**src/design/rtc_map_pkg.sv**
```systemverilog
package rtc_map_pkg;

   localparam int NUM_FIELDS = 12;

   typedef logic [7:0] reg_byte_t;
   typedef logic [7:0] rtc_addr_t;

   // bank positions, format byte first
   typedef enum logic [3:0] {
      fmt,
      sec,
      min,
      hour,
      date,
      month,
      year,
      wday,
      week,
      sw_sec,
      sw_min,
      sw_hour
   } field_t;

   // live values from the RTC, index 0 = sec
   typedef reg_byte_t [7:0] clock_bank_t;

   // stopwatch values, index 0 = sw_sec
   typedef reg_byte_t [2:0] timer_bank_t;

   typedef reg_byte_t [NUM_FIELDS-1:0] field_bank_t;

   // register map
   localparam rtc_addr_t ADDR_CTRL       = 8'h00; // control and 12/24h format
   localparam rtc_addr_t ADDR_CLOCK_BASE = 8'h21; // sec, up to week at 0x28
   localparam rtc_addr_t ADDR_TIMER_BASE = 8'h41; // sw_sec, up to sw_hour at 0x43

   // bytes for the control register
   localparam reg_byte_t FMT_24H       = 8'h10;
   localparam reg_byte_t FMT_12H       = 8'h00;
   localparam reg_byte_t CMD_TIMER_RUN = 8'h08;

endpackage

```
**src/design/edit_ctrl_pkg.sv**
```systemverilog
package edit_ctrl_pkg;

   typedef enum logic [1:0] {
      mode_idle,
      mode_clock,  // clock and calendar fields
      mode_timer,  // stopwatch fields
      mode_run     // stopwatch running
   } edit_mode_t;

   typedef enum logic [2:0] {
      key_none,
      key_up,
      key_down,
      key_left,
      key_right
   } key_cmd_t;

endpackage

```
**src/design/key_decoder.sv**
```systemverilog
`timescale 1ns/1ps

module key_decoder (
   input  logic                     clk,
   input  logic                     reset,
   input  logic                     start,
   input  logic                     clock_edit,
   input  logic                     timer_edit,
   input  logic                     timer_running,
   input  logic                     rtc_sync,
   input  logic                     key_up,
   input  logic                     key_down,
   input  logic                     key_left,
   input  logic                     key_right,
   output edit_ctrl_pkg::edit_mode_t mode,
   output edit_ctrl_pkg::key_cmd_t   cmd,
   output logic                     sync
);

   logic [2:0]                levels;
   logic [3:0]                keys;
   edit_ctrl_pkg::edit_mode_t mode_d;
   edit_ctrl_pkg::key_cmd_t   cmd_d;

   assign levels = {clock_edit, timer_edit, timer_running};
   assign keys   = {key_up, key_down, key_left, key_right};

   always_comb begin
      mode_d = edit_ctrl_pkg::mode_idle;
      if (!start) begin
         case (levels)
            3'b100:  mode_d = edit_ctrl_pkg::mode_clock;
            3'b010:  mode_d = edit_ctrl_pkg::mode_timer;
            3'b001:  mode_d = edit_ctrl_pkg::mode_run;
            default: mode_d = edit_ctrl_pkg::mode_idle; // none or conflicting
         endcase
      end

      case (keys)
         4'b1000: cmd_d = edit_ctrl_pkg::key_up;
         4'b0100: cmd_d = edit_ctrl_pkg::key_down;
         4'b0010: cmd_d = edit_ctrl_pkg::key_left;
         4'b0001: cmd_d = edit_ctrl_pkg::key_right;
         default: cmd_d = edit_ctrl_pkg::key_none; // chords count as nothing
      endcase

      // keys only mean something while editing
      if (mode_d != edit_ctrl_pkg::mode_clock && mode_d != edit_ctrl_pkg::mode_timer) begin
         cmd_d = edit_ctrl_pkg::key_none;
      end
   end

   always_ff @(posedge clk or posedge reset) begin
      if (reset) begin
         mode <= edit_ctrl_pkg::mode_idle;
         cmd  <= edit_ctrl_pkg::key_none;
         sync <= 1'b0;
      end else begin
         mode <= mode_d;
         cmd  <= cmd_d;
         sync <= rtc_sync;
      end
   end

endmodule

```
**src/design/field_navigator.sv**
```systemverilog
`timescale 1ns/1ps

module field_navigator (
   input  logic                      clk,
   input  logic                      reset,
   input  edit_ctrl_pkg::edit_mode_t mode,
   input  edit_ctrl_pkg::key_cmd_t   cmd,
   output rtc_map_pkg::field_t       field,
   output edit_ctrl_pkg::edit_mode_t mode_q
);

   rtc_map_pkg::field_t field_d;

   // one step around the ring first..last
   function automatic rtc_map_pkg::field_t ring_step(
      input rtc_map_pkg::field_t     cur,
      input rtc_map_pkg::field_t     first,
      input rtc_map_pkg::field_t     last,
      input edit_ctrl_pkg::key_cmd_t key
   );
      rtc_map_pkg::field_t nxt;
      nxt = cur;
      if (key == edit_ctrl_pkg::key_right) begin
         if (cur == last)
            nxt = first; // wrap forward
         else
            nxt = rtc_map_pkg::field_t'(cur + 4'd1);
      end else if (key == edit_ctrl_pkg::key_left) begin
         if (cur == first)
            nxt = last; // wrap back
         else
            nxt = rtc_map_pkg::field_t'(cur - 4'd1);
      end
      return nxt;
   endfunction

   always_comb begin
      case (mode)
         edit_ctrl_pkg::mode_clock: begin
            if (field >= rtc_map_pkg::sw_sec)
               field_d = rtc_map_pkg::fmt; // coming from the stopwatch
            else
               field_d = ring_step(field, rtc_map_pkg::fmt, rtc_map_pkg::week, cmd);
         end
         edit_ctrl_pkg::mode_timer: begin
            if (field < rtc_map_pkg::sw_sec)
               field_d = rtc_map_pkg::sw_sec; // entry jump beats a key
            else
               field_d = ring_step(field, rtc_map_pkg::sw_sec, rtc_map_pkg::sw_hour, cmd);
         end
         default: field_d = rtc_map_pkg::fmt; // idle and run park on fmt
      endcase
   end

   always_ff @(posedge clk or posedge reset) begin
      if (reset) begin
         field  <= rtc_map_pkg::fmt;
         mode_q <= edit_ctrl_pkg::mode_idle;
      end else begin
         field  <= field_d;
         mode_q <= mode; // same stage as field
      end
   end

endmodule

```
**src/design/field_bank.sv**
```systemverilog
`timescale 1ns/1ps

module field_bank (
   input  logic                     clk,
   input  logic                     reset,
   input  rtc_map_pkg::field_t      field,
   input  edit_ctrl_pkg::key_cmd_t  cmd,
   input  logic                     sync,
   input  rtc_map_pkg::clock_bank_t clock_values,
   input  rtc_map_pkg::timer_bank_t timer_values,
   output rtc_map_pkg::field_bank_t bank
);

   rtc_map_pkg::reg_byte_t cur;
   rtc_map_pkg::reg_byte_t up_val;
   rtc_map_pkg::reg_byte_t down_val;
   logic                   is_fmt;

   assign cur    = bank[field];
   assign is_fmt = (field == rtc_map_pkg::fmt);

   // fmt takes fixed bytes, the rest count mod 256
   assign up_val   = is_fmt ? rtc_map_pkg::FMT_24H : cur + 8'd1;
   assign down_val = is_fmt ? rtc_map_pkg::FMT_12H : cur - 8'd1;

   always_ff @(posedge clk or posedge reset) begin
      if (reset) begin
         bank <= '0;
      end else if (sync) begin
         // reload from the live RTC, fmt untouched
         bank[rtc_map_pkg::week:rtc_map_pkg::sec]       <= clock_values;
         bank[rtc_map_pkg::sw_hour:rtc_map_pkg::sw_sec] <= timer_values;
      end else begin
         case (cmd)
            edit_ctrl_pkg::key_up:   bank[field] <= up_val;
            edit_ctrl_pkg::key_down: bank[field] <= down_val;
            default: ;
         endcase
      end
   end

endmodule

```
**src/design/bus_driver.sv**
```systemverilog
`timescale 1ns/1ps

module bus_driver (
   input  logic                      clk,
   input  logic                      reset,
   input  edit_ctrl_pkg::edit_mode_t mode,
   input  rtc_map_pkg::field_t       field,
   input  rtc_map_pkg::field_bank_t  bank,
   output rtc_map_pkg::rtc_addr_t    address,
   output rtc_map_pkg::reg_byte_t    data,
   output logic                      write_active
);

   rtc_map_pkg::rtc_addr_t address_d;
   rtc_map_pkg::reg_byte_t data_d;
   logic                   active_d;

   // register address of a bank position
   function automatic rtc_map_pkg::rtc_addr_t field_addr(input rtc_map_pkg::field_t f);
      rtc_map_pkg::rtc_addr_t pos;
      rtc_map_pkg::rtc_addr_t addr;
      pos = {4'h0, f};
      if (f == rtc_map_pkg::fmt)
         addr = rtc_map_pkg::ADDR_CTRL;
      else if (f >= rtc_map_pkg::sw_sec)
         addr = rtc_map_pkg::ADDR_TIMER_BASE + pos - {4'h0, rtc_map_pkg::sw_sec};
      else
         addr = rtc_map_pkg::ADDR_CLOCK_BASE + pos - {4'h0, rtc_map_pkg::sec};
      return addr;
   endfunction

   always_comb begin
      case (mode)
         edit_ctrl_pkg::mode_clock,
         edit_ctrl_pkg::mode_timer: begin
            address_d = field_addr(field);
            data_d    = bank[field];
            active_d  = 1'b1;
         end
         edit_ctrl_pkg::mode_run: begin
            address_d = rtc_map_pkg::ADDR_CTRL;
            data_d    = rtc_map_pkg::CMD_TIMER_RUN; // start the stopwatch
            active_d  = 1'b1;
         end
         default: begin
            address_d = rtc_map_pkg::ADDR_CTRL;
            data_d    = '0;
            active_d  = 1'b0;
         end
      endcase
   end

   always_ff @(posedge clk or posedge reset) begin
      if (reset) begin
         address      <= '0;
         data         <= '0;
         write_active <= 1'b0;
      end else begin
         address      <= address_d;
         data         <= data_d;
         write_active <= active_d;
      end
   end

endmodule

```
**src/design/rtc_editor.sv**
```systemverilog
`timescale 1ns/1ps

module rtc_editor (
   input  logic                     clk,
   input  logic                     reset,
   input  logic                     start,
   input  logic                     clock_edit,
   input  logic                     timer_edit,
   input  logic                     timer_running,
   input  logic                     rtc_sync,
   input  logic                     key_up,
   input  logic                     key_down,
   input  logic                     key_left,
   input  logic                     key_right,
   input  rtc_map_pkg::clock_bank_t clock_values,
   input  rtc_map_pkg::timer_bank_t timer_values,
   output rtc_map_pkg::rtc_addr_t   address,
   output rtc_map_pkg::reg_byte_t   data,
   output logic                     write_active
);

   edit_ctrl_pkg::edit_mode_t mode;
   edit_ctrl_pkg::edit_mode_t mode_q;   // aligned with field
   edit_ctrl_pkg::key_cmd_t   cmd;
   logic                      sync;
   rtc_map_pkg::field_t       field;
   rtc_map_pkg::field_bank_t  bank;

   key_decoder i_key_decoder (
      .clk           (clk),
      .reset         (reset),
      .start         (start),
      .clock_edit    (clock_edit),
      .timer_edit    (timer_edit),
      .timer_running (timer_running),
      .rtc_sync      (rtc_sync),
      .key_up        (key_up),
      .key_down      (key_down),
      .key_left      (key_left),
      .key_right     (key_right),
      .mode          (mode),
      .cmd           (cmd),
      .sync          (sync)
   );

   field_navigator i_field_navigator (
      .clk    (clk),
      .reset  (reset),
      .mode   (mode),
      .cmd    (cmd),
      .field  (field),
      .mode_q (mode_q)
   );

   // acts on the field held before the edge
   field_bank i_field_bank (
      .clk          (clk),
      .reset        (reset),
      .field        (field),
      .cmd          (cmd),
      .sync         (sync),
      .clock_values (clock_values),
      .timer_values (timer_values),
      .bank         (bank)
   );

   bus_driver i_bus_driver (
      .clk          (clk),
      .reset        (reset),
      .mode         (mode_q),
      .field        (field),
      .bank         (bank),
      .address      (address),
      .data         (data),
      .write_active (write_active)
   );

endmodule

```
**config.mk**
```make
export PLATFORM = sky130hd
export DESIGN_NAME = rtc_editor
export DESIGN_NICKNAME = d
export VERILOG_FILES = /design/src/design/rtc_map_pkg.sv /design/src/design/edit_ctrl_pkg.sv /design/src/design/key_decoder.sv /design/src/design/field_navigator.sv /design/src/design/field_bank.sv /design/src/design/bus_driver.sv /design/src/design/rtc_editor.sv
export SDC_FILE = /design/constraint.sdc
export NUM_CORES = 1
export LEC_CHECK = 0
export BUFFER_PORTS_ARGS = -buffer_cell sky130_fd_sc_hd__buf_2
export CAP_MARGIN = 20
export CELL_PAD_IN_SITES_DETAIL_PLACEMENT = 1
export CELL_PAD_IN_SITES_GLOBAL_PLACEMENT = 2
export CORE_MARGIN = 8
export CORE_UTILIZATION = 39
export CTS_CLUSTER_DIAMETER = 50
export DETAILED_ROUTE_END_ITERATION = 10
export PLACE_DENSITY_LB_ADDON = 0.12
export SETUP_SLACK_MARGIN = 0.3
export SLEW_MARGIN = 20
export SYNTH_ARGS = -nofsm -noshare
export SYNTH_HDL_FRONTEND = slang
export SYNTH_SLANG_ARGS = --single-unit
```
**constraint.sdc**
```tcl
create_clock -name clk -period 10.38 [get_ports clk]
set_clock_uncertainty 0.2 [all_clocks]
set_input_delay 3.114 -clock clk [delete_from_list [all_inputs] [get_ports clk]]
set_output_delay 3.114 -clock clk [all_outputs]
set_load 0.1 [all_outputs]
```
# == Yosys cells after proc, flatten, opt, wreduce, memory -nomap -nowiden ==
# Index checks and enable logic that the tools add are counted.
# totals
register_bits,125
inputBits,99
out_inout_bits,17
elab_cells,95
# op_classes
addsub,8
n_lt_le_gt_ge,4
n_eq_ne,23
n_mux,30
bitwise,1
n_reduce_logical,9
# ops
op,n
96-bit bitwise mux,2
96-bit case mux with 2 select lines,1
88-bit two-way mux,1
8-bit two-way mux,7
4-bit two-way mux,10
8-bit binary-select mux with 4-bit select,1
8-bit demux with 4-bit select,1
4-bit == test (second input constant),4
8-bit case mux with 2 select lines,1
8-bit by 1-bit subtractor with 8-bit output (second input constant),2
3-bit case mux with 4 select lines,1
3-bit by 2-bit == test with 1-bit output (second input constant),3
7-bit by 4-bit adder with 8-bit output (first input constant),1
8-bit by 1-bit adder with 8-bit output (second input constant),1
4-bit by 1-bit != test with 1-bit output (second input constant),2
4-bit case mux with 2 select lines,1
8-bit by 4-bit subtractor with 8-bit output (second input constant),1
6-bit by 4-bit adder with 7-bit output (first input constant),1
2-bit == test (second input constant),3
3-bit by 1-bit == test with 1-bit output (second input constant),2
3-bit == test (second input constant),2
2-bit case mux with 3 select lines,1
4-bit by 5-bit < comparator with 1-bit output (second input constant),1
4-bit by 1-bit adder with 4-bit output (second input constant),1
21 further kinds,24

# == Depth between registers and ports, before layout ==
# depth
word_depth,7
ltp_mapped,13
mapped_depth_nobuf,10

# == By module ==
# From an unflattened synthesis, not the netlist that was laid out.
# hier_totals
cells_unflattened,894
area_unflattened_um2,8394.3
# by_module_without_submodules
mod,instances,cells_per_inst,area_each_um2,seq_area_each_um2
field_bank,1,688,6103.4,2402.3
bus_driver,1,116,1385.1,400.4
field_navigator,1,71,656.9,150.1
key_decoder,1,19,249.0,150.1

# == Worst setup path after synthesis ==
# No wires, ideal clock.
# synth_timing
kind,register to output
start,register i_bus_driver.address[0]
end,output address[0]
t_arrival_ns,0.883
required_time_ns,7.066
setup_slack_ns,6.183
path_stages_with_launch,1
path_buffers,0
path_cell_list,dfrtp_1
# synth_lines
item,line,rtl
"start, declared",bus_driver.sv:9,"output rtc_map_pkg::rtc_addr_t address,"
"start signal, assigned",bus_driver.sv:59,address <= address_d;
"end, declared",rtc_editor.sv:17,"output rtc_map_pkg::rtc_addr_t address,"
# No word-level cell between the ends.

# == Worst setup path in the final report ==
# layout_timing
start,register i_field_navigator.field[1]
end,register i_field_bank.bank[66] (netlist bit)
# layout_between
elab_chain_cells,7
elab_cells_between_ends,16
classes_between,2 x add/sub; 2 x order compare; 10 x mux; 2 x reduce/logical
# layout_rtl
item,line,rtl
"start, declared",field_navigator.sv:8,"output rtc_map_pkg::field_t field,"
"start signal, assigned",field_navigator.sv:57,field <= rtc_map_pkg::fmt;
"start signal, assigned",field_navigator.sv:60,field <= field_d;
8-bit binary-select mux with 4-bit select (tied with other cells),field_bank.sv:19,assign cur = bank[field];
8-bit two-way mux (implied by the code) or 1-bit logical AND (tied branches),"field_bank.sv:19, field_bank.sv:35, field_bank.sv:36",
8-bit by 1-bit subtractor with 8-bit output (tied with other cells),field_bank.sv:24,assign down_val = is_fmt ? rtc_map_pkg::FMT_12H : cur - 8'd1;
8-bit two-way mux (tied with other cells),field_bank.sv:24,
"96-bit bitwise mux, on equally long branches","field_bank.sv:36, field_bank.sv:35",
96-bit case mux with 2 select lines *,field_bank.sv:34,case (cmd)
88-bit two-way mux *,field_bank.sv:29,end else if (sync) begin
"end signal, assigned by index",field_bank.sv:31,bank[rtc_map_pkg::week:rtc_map_pkg::sec] <= clock_values;
"end signal, assigned by index",field_bank.sv:35,edit_ctrl_pkg::key_up: bank[field] <= up_val;
"end signal, assigned by index",field_bank.sv:36,edit_ctrl_pkg::key_down: bank[field] <= down_val;
"end, declared",field_bank.sv:11,output rtc_map_pkg::field_bank_t bank
# Every way passes the cells marked *; elsewhere a longest branch is shown, timed or not. The select of a mux whose other input is x is not followed.
# A chain may end at the register's enable or synchronous reset.

==> impl_metrics.tcl <==
set metrics [dict create \
    synth.area.top_cells "dfrtp_1, a21oi_1, mux2i_1" \
    rsz0062_at_grt "false" \
    first_iter_violations 387 \
    clk_path_buf_depth 2 \
    postRouteAntennaNets 0 \
    grt_first_pass_wirelength_mm 38.46 \
    cts-root-buf "clkbuf_16" \
    cts-resized-gates 0 \
    ys_seq_area_share_pct 41.26 \
    outcome "completed" \
    cts_buffers 17 \
    slew_viol_final 0 \
    postSynth.asyncResetShare_pct 100.0 \
    area_growth_syn_to_layout_pct 16.37 \
    die_x_um 154.9 \
    dr.pass1.iters 5 \
    rows 50 \
    clock.fmax_mhz 215.1 \
    period_needed_ns 4.649 \
    synthTopCellsByCount "dfrtp_1, a21oi_1, nand2_1" \
    ios 116 \
    start_util_pct 39.94 \
    fin_nets 963 \
    multi_input_area_um2 3979 \
    min_period_over_period_pct 44.79 \
    postLayoutCellArea_um2 8752 \
    whs_endpoint "i_field_navigator.mode_q[1]" \
    yosys_warnings 0 \
    critPathLaunchType "register" \
    grt_max_degree 110 \
    slew_headroom_pct 29.34 \
    max-cap-violations 0 \
    vias 6305 \
    clk_pin_slew_worst_paths_ns 0.06 \
    synth_ff_type "dfrtp_1" \
    r2r_slack_ns 5.73 \
    cts_hold_buffers 0 \
    die_area_um2 23980 \
    via_per_inst 5.604 \
    postCtsSetupBuffers 0 \
    cts_tree "built" \
    power_density_nw_per_um2 156.1 \
    worstMarginPinSlew_ns 1.060 \
    synth_area_um2 7521 \
    clock-sinks 124 \
    synth-edff-count 0 \
    yosysUniqueCellTypes 73 \
    port_buffers 114 \
    synth_most_common_cell "dfrtp_1" \
    yosys.area.top_type "dfrtp_1" \
    hold_viol 0 \
    critical_path.endpoint_type "register" \
    coreArea_um2 18830 \
    holdPathStages 0 \
    die_h_um 154.9 \
    crit_arrival_ns 4.70 \
    globalplace.congestion 0.8166 \
    timing.rr.end "i_field_bank.bank[66]" \
    tns_ns 0 \
    critical_path_class "register to register" \
    drive_above_1_share_pct 22.43 \
    antenna_found_initial 0 \
    antenna_cells 0 \
    synth_top_cell_area_share_pct 41.26 \
    clock_latency_ns 0.43 \
    grt_usage_pct 20.61 \
    setup_viol 0 \
    drt_wl_total_mm 24.29 \
    hold_path.startpoint "i_key_decoder.mode[1]" \
    path_max_fanout 22 \
    place_area_um2 8089 \
    rr_worst_depth 10 \
    grt_pass1_vias 6845 \
    p_leak_nw 3.918 \
    dp_hpwl_mm 17.21 \
    wl_per_cell_um 21.59 \
    ys_seq_elements 124 \
    ir_drop_v 0.0001037 \
    syn_avg_cell_area_um2 9.679 \
    syn_nets 888 \
    fill_cells 2153 \
    h-tree-depth 4 \
    r2r-start "i_field_navigator.field[1]" \
    gr-total-overflow 0 \
    register_area_um2 3107 \
    startpoint "i_field_navigator.field[1]" \
    drc 0 \
    worstPathRequired_ns 10.43 \
    syn_inst 777 \
    hp-class "register to register" \
]
[worst max-delay path by stage]
stage / depth (start not counted) / slack [ns] / endpoint
global placement: 3 / 5.28 / i_key_decoder.sync
detailed placement: 3 / 5.25 / i_key_decoder.sync
global route: 10 / 5.47 / i_field_bank.bank[10]
floorplan: 1 / 3.77 / i_bus_driver.address[0]
CTS: 3 / 5.69 / i_key_decoder.sync
finish: 10 / 5.73 / i_field_bank.bank[66]
[flip-flops by register name (all words and copies together) (netlist names)]
signal	count
i_key_decoder.cmd	3
i_key_decoder.sync	1
i_field_navigator.mode_q	2
i_bus_driver.write_active	1
i_bus_driver.address	7
i_field_bank.bank	96
i_bus_driver.data	8
i_key_decoder.mode	2
i_field_navigator.field	4
[worst max-delay path: stages, from the launching register on]
cell	delay, ns
dfrtp_1	0.84
buf_4	0.48
mux4_1	0.60
a22o_2	0.28
a21oi_2	0.37
ha_1	0.34
mux2i_1	0.12
xnor2_1	0.85
nor3_1	0.11
a21oi_1	0.16
o21ai_0	0.10
[layout by cell type (no fill, tap or decap), types with 5 or more instances in the layout]
cell type / count
nor2b_1: 25
o21ai_0: 60
a21oi_1: 83
mux4_2: 13
nor3_1: 24
and2_1: 9
nor3b_1: 18
mux4_1: 7
a31oi_1: 5
mux2i_1: 38
dfrtp_1: 123
a221o_1: 10
o21ai_1: 22
and3_1: 5
clkbuf_16: 17
buf_2: 114
nor2_1: 55
buf_4: 7
nand4_1: 5
inv_1: 13
and3b_1: 18
nand2_1: 68
ha_1: 12
nand3_1: 14
xnor2_1: 12
[logic make-up (layout without fill, tap and decap cells)]
family	count (synthesis)	count (layout)	share of synthesized area [%]
simple gates	270	270	19.25
compound gates	214	214	17.19
flops	124	124	41.26
buf+inv	80	168	5.922
mux	60	60	11.88
xor+xnor	16	16	2.462
fa+ha+maj	12	12	1.996
other cells	1	1	0.04986
[stage by stage]
step / util [%] / power, W / instances / setup slack [ns] / hold slack, ns
CTS: 46.37 / 0.001377 / 1124 / 5.693 / 0.2084
floorplan: - / 0.0006588 / 777 / 3.767 / 0.1775
finish: 46.48 / 0.001366 / 1125 / 5.731 / 0.2073
detailed placement: 42.96 / 0.0007183 / 1092 / 5.248 / 0.1957
global route: 46.48 / 0.001419 / 1125 / 5.475 / 0.2264
global placement: 42.96 / 0.0007103 / 1092 / 5.284 / 0.1873
[report_power, final]
group / total (W) / switching [W] / internal, W
registers: 0.000543 / 0.0000249 / 0.000518
logic: 0.000168 / 0.0000990 / 0.0000694
clock network: 0.000655 / 0.000237 / 0.000417
[layout make-up]
class / instances / share of cell area (%)
timing repair buffer: 122 / 7.348
tap: 260 / 3.717
clock buffer: 20 / 5.218
multi-input combinational: 573 / 45.46
clock inverter: 12 / 2.130
inverter: 14 / 0.6290
sequential: 124 / 35.50
[metal layers]
layer,wire length (µm),vias up,GRT usage [%]
met5,0,-,0
met4,429,0,7.000
met3,1207,34,4.460
met2,11630,181,33.70
met1,11020,3153,26.59
li1,-,2937,-
Note: power is estimated with default switching activity, not from simulation.
